$ cat src/design/mem_cfg_pkg.sv
// memory config package: sizes of the storage and the conduit bus, plus read latency
`default_nettype none

package mem_cfg_pkg;

   // --------------------
   // bus lanes
   // --------------------
   // bits per byte lane
   localparam int SYMBOL_W = 8;
   // byte lanes per word
   localparam int NUM_SYMBOLS = 4;
   // full data word
   localparam int DATA_W = SYMBOL_W * NUM_SYMBOLS;

   // --------------------
   // addressing
   // --------------------
   // byte address as seen on the bus
   localparam int ADDR_W = 8;
   // low address bits picking a lane inside a word
   localparam int LANE_SEL_W = $clog2(NUM_SYMBOLS);
   localparam int WORD_ADDR_W = ADDR_W - LANE_SEL_W;
   // one word per word address
   localparam int NUM_WORDS = 2 ** WORD_ADDR_W;

   // cycles from a sampled read to data on the bus
   localparam int READ_LATENCY = 2;

endpackage

`default_nettype wire

$ cat src/design/mem_bus_pkg.sv
// memory bus types package: vector types for addresses, data words and byte enables
`default_nettype none

package mem_bus_pkg;

   // --------------------
   // address types
   // --------------------
   // byte address from the conduit
   typedef logic [mem_cfg_pkg::ADDR_W-1:0] byte_addr_t;

   // index into the word storage, lane bits dropped
   typedef logic [mem_cfg_pkg::WORD_ADDR_W-1:0] word_addr_t;

   // --------------------
   // data types
   // --------------------
   // one storage word, also the width of the data bus
   typedef logic [mem_cfg_pkg::DATA_W-1:0] word_t;

   // one enable bit per byte lane
   // bit i covers data bits [i*SYMBOL_W +: SYMBOL_W]
   typedef logic [mem_cfg_pkg::NUM_SYMBOLS-1:0] byte_en_t;

   // note: all values are plain vectors, so slices and
   // bitwise ops work across types of the same width

endpackage

`default_nettype wire

$ cat src/design/read_pipe.sv
// read pipe: fixed-latency shift register carrying masked read data and the bus drive flag
`timescale 1ns/1ps
`default_nettype none

module read_pipe (
   input  logic               clk,
   input  logic               internal_reset,
   input  logic               read_req,
   input  logic               output_enable,
   input  mem_bus_pkg::word_t rd_word,
   input  mem_bus_pkg::word_t bit_mask,
   output mem_bus_pkg::word_t data_out,
   output logic               data_oe
);

   // --------------------
   // pipeline stages
   // --------------------
   // index 0 is loaded at issue, last index faces the bus
   logic               drive_q [mem_cfg_pkg::READ_LATENCY];
   mem_bus_pkg::word_t word_q  [mem_cfg_pkg::READ_LATENCY];

   // issue side values
   logic               drive_in;
   mem_bus_pkg::word_t word_in;

   // bus is only driven for a read with output enable up
   assign drive_in = read_req & output_enable;

   // disabled lanes read back as zero
   assign word_in = rd_word & bit_mask;

   // --------------------
   // shift register
   // --------------------
   // one new entry every cycle, so reads can go back to back
   always_ff @(posedge clk or posedge internal_reset) begin
      if (internal_reset) begin
         for (int s = 0; s < mem_cfg_pkg::READ_LATENCY; s++) begin
            drive_q[s] <= 1'b0;
            word_q[s]  <= '0;
         end
      end else begin
         drive_q[0] <= drive_in;
         word_q[0]  <= word_in;
         // move every entry one stage towards the bus
         for (int s = 1; s < mem_cfg_pkg::READ_LATENCY; s++) begin
            drive_q[s] <= drive_q[s-1];
            word_q[s]  <= word_q[s-1];
         end
      end
   end

   // --------------------
   // bus side
   // --------------------
   assign data_oe = drive_q[mem_cfg_pkg::READ_LATENCY-1];

   // zero when not driving, stands in for the released bus
   assign data_out = data_oe ? word_q[mem_cfg_pkg::READ_LATENCY-1] : '0;

endmodule

`default_nettype wire

$ cat config.mk
export PLATFORM = sky130hd
export DESIGN_NAME = read_pipe
export DESIGN_NICKNAME = d
export VERILOG_FILES = /design/src/design/mem_cfg_pkg.sv /design/src/design/mem_bus_pkg.sv /design/src/design/read_pipe.sv
export SDC_FILE = /design/constraint.sdc
export NUM_CORES = 1
export LEC_CHECK = 0
export BUFFER_PORTS_ARGS = -buffer_cell sky130_fd_sc_hd__buf_2
export CORE_AREA = 5 5 78 80
export CTS_CLUSTER_SIZE = 16
export DETAILED_ROUTE_END_ITERATION = 8
export DIE_AREA = 0 0 83 85
export PLACE_DENSITY = 0.85
export SLEW_MARGIN = 10
export SYNTH_ARGS = -nofsm -noshare
export SYNTH_HDL_FRONTEND = slang
export SYNTH_SLANG_ARGS = --single-unit
$ cat constraint.sdc
create_clock -name clk -period 1.7 [get_ports clk]
set_input_delay 0.17 -clock clk [delete_from_list [all_inputs] [get_ports clk]]
set_output_delay 0.17 -clock clk [all_outputs]
set_load 0.05 [all_outputs]
Yosys cells after proc, flatten, opt, wreduce, memory -nomap -nowiden
Cells that the tools add are included.
{"block": "word_totals", "reg_bits": 66, "output_inout_bits": 33, "wordCells": 7, "in_bits": 68}
{"block": "op_classes", "n_bitwise": 2, "muxes": 1}
{"cell": "bitwise AND 32 bit", "n": 1}
{"cell": "2-to-1 mux 32 bit", "n": 1}
{"cell": "bitwise AND 1 bit", "n": 1}

Logic depth before layout (Yosys ltp)
{"block": "logic_depth", "depth_word": 1, "mapped_depth": 2, "ltp_nobuf": 1}

Worst setup path before layout
Ideal clock, no wire load.
{"block": "synth_timing", "path_type": "register -> output", "startpoint": "register drive_q, in the netlist data_oe", "endpoint": "output data_out[0]", "path_stages_with_launch": 3, "t_required_ns": 1.530, "arrival_ns": 1.200, "path_buffers": 1, "setup_slack_ns": 0.330, "cell_sequence": "dfrtp_1 -> clkbuf_2 -> and2_2"}
{"block": "synth_between", "elab_chain_cells": 1}
{"item": "start: declaration", "line_no": "read_pipe.sv:20", "text": "logic drive_q [mem_cfg_pkg::READ_LATENCY];"}
{"item": "start signal: indexed assignment", "line_no": "read_pipe.sv:48", "text": "drive_q[s] <= drive_q[s-1];"}
{"item": "2-to-1 mux 32 bit", "line_no": "read_pipe.sv:60", "text": "assign data_out = data_oe ? word_q[mem_cfg_pkg::READ_LATENCY-1] : '0;"}
{"item": "end: declaration", "line_no": "read_pipe.sv:12", "text": "output mem_bus_pkg::word_t data_out,"}
No other way between the ends.

Worst setup path after layout
{"block": "layout_timing", "startpoint": "register drive_q, in the netlist data_oe", "endpoint": "output data_out[21]"}
Same word-level chain as after synthesis.

==> flow_metrics.env <==
export IMPL_hold_depth=2
export IMPL_setup_worst_path_class="reg -> out"
export IMPL_drc=0
export IMPL_synth_area_um2=2120
export IMPL_worst_pin_slew_ns=0.332
export IMPL_drtAntennaViolNets=0
export IMPL_max_slew_margin=0.779
export IMPL_max_vdd_ir_drop_mv=0.580
export IMPL_cts_tree="done"
export IMPL_chipHeight_um=85
export IMPL_overflow=0
export IMPL_ys_seq_area_frac=0.780
export IMPL_crit_chain="buf_4, and2_2, buf_2"
export IMPL_area_delta_synth_final_pct=40.3
export IMPL_grt_pass1_wl_mm=6.12
export IMPL_ios=101
export IMPL_initial_core_util=0.397
export IMPL_antennaDiodeCount=0
export IMPL_max_clock_path_buffers=2
export IMPL_endpoint_kind="output pin"
export IMPL_syn_nets=203
export IMPL_hold_path_class="in -> reg"
export IMPL_grt_usage=0.113
export IMPL_wl_mm=3.55
export IMPL_ys_warn_count=0
export IMPL_n_fill_cell=470
export IMPL_maxSlewViolCount=0
export IMPL_mostFrequentLayoutCell="buf_2"
export IMPL_clock_fmax_ghz=0.704
export IMPL_die_area_um2=7060
export IMPL_grt_pass1_vias=1346
export IMPL_cap_violations=0
export IMPL_fin_crit_sh=0.836
export IMPL_rows=27
export IMPL_antenna_found_initial=0
export IMPL_wl_per_cell_um=11.0
export IMPL_clk_latency_ns=0.32
export IMPL_finalSetupViolations=0
export IMPL_cp_depth=3
export IMPL_core_area_um2=5340
export IMPL_slowest_delay_ns=0.37
export IMPL_postSynthAreaPerCell_um2=15.7
export IMPL_path_max_fanout=16
export IMPL_numCtsBuffers=9
export IMPL_tns_ns=0
export IMPL_period_minus_slack_ns=1.42
export IMPL_ys_types=5
export IMPL_crit_slowest_cell="dfrtp_1"
export IMPL_via_per_inst=3.95
export IMPL_cts_root_buf="clkbuf_8"
export IMPL_critPathBufInv=2
export IMPL_cts_sinks=66
export IMPL_vias=1280
export IMPL_critPathTopFamily="buffers and inverters"
export IMPL_power_mw=3.35
export IMPL_yosys_register_bits=66
export IMPL_dp_hpwl_mm=2.79
export IMPL_arrival_ns=1.25
export IMPL_cp_required_ns=1.53
export IMPL_hold_violations=0
export IMPL_gp_congestion=0.715
export IMPL_outcome="finished, final reports clean"
export IMPL_die_w_um=83
export IMPL_grt_max_degree=67
export IMPL_r2r_cells=0
export IMPL_cp_start_kind="register"
export IMPL_nets=315
export IMPL_path_clk_slew_ns=0.07
export IMPL_first_pass_iters=4
export IMPL_drive_above_1_share=0.599
export IMPL_layout_common_cells="buf_2, dfrtp_1, and2_1"
export IMPL_rsz0062_at_grt="no"
export IMPL_io_buffer_count=100
export IMPL_htree_levels=3
export IMPL_drtIter0Drc=13
export IMPL_cellLeakagePower_nw=1.64
export IMPL_synthCells=135
export IMPL_p_per_area_nw_per_um2=1130
export IMPL_fin_skew_ns=0.00578
export IMPL_cts_setup_buffers=0
worst paths after layout:
| path | from | end | slack [ns] |
|---|---|---|---|
| setup reg to reg | word_q[44] | word_q[12] | 1.21 |
| hold / removal | bit_mask[12] | word_q[44] | 0.05 |
| min in group asynchronous | internal_reset | word_q[32] | 0.46 |
| hold reg to reg | word_q[34] | word_q[2] | 0.35 |
| max in group asynchronous | internal_reset | word_q[27] | 0.95 |
| setup / recovery | data_oe | data_out[21] | 0.28 |
cell usage after synthesis:
master,instances,area share
dfrtp_1,66,0.78
and2_1,33,0.098
and2_2,32,0.11
inv_1,1,0.0018
clkbuf_2,3,0.0071
state kept, by name, summed over array words and instances (netlist names):
signal / cells
drive_q: 1
data_oe: 1
word_q: 64
routing by layer:
metal	GRT usage	routed length [µm]	vias to the layer above
met3	0.0495	310	8
met5	0	0	-
met4	0.0758	102	0
met2	0.191	1970	54
met1	0.112	1170	589
li1	-	-	629
where the power goes:
group / internal (mW) / total [mW] / switching [mW]
Clock: 0.906 / 1.43 / 0.520
Combinational: 0.109 / 0.257 / 0.148
Sequential: 1.65 / 1.67 / 0.0178
stage by stage:
step / utilization / instances / setup slack [ns] / cell area (µm²) / hold slack, ns
floorplan: - / 135 / 0.330 / 2120 / 0.299
global placement: 0.512 / 307 / 0.613 / 2730 / 0.273
detailed placement: 0.512 / 307 / 0.607 / 2730 / 0.282
CTS: 0.556 / 324 / 0.244 / 2970 / 0.0250
global route: 0.556 / 324 / 0.171 / 2970 / 0.0219
finish: 0.556 / 324 / 0.279 / 2970 / 0.0476
layout make-up:
cell class                      instances  area [µm²]  area share
Sequential cell                        66        1650       0.556
Timing Repair Buffer                  104         546       0.184
Multi-Input combinational cell         65         447       0.150
Clock buffer                           12         155      0.0522
Tap cell                               72        90.1      0.0303
Clock inverter                          4        73.8      0.0249
Inverter                                1        7.51     0.00253
logic make-up (layout without fill, tap and decap cells):
family / after synthesis / after routing / share of synthesized area
buffers and inverters: 4 / 121 / 0.00886
DFF: 66 / 66 / 0.780
and+or+nand+nor: 65 / 65 / 0.211
what timing repair did:
item | CTS | global route
hold endpoints to repair | 66 | 0
resized for setup | 0 | 0
hold buffers | 1 | 0
Note: power is estimated with default switching activity, not from simulation.
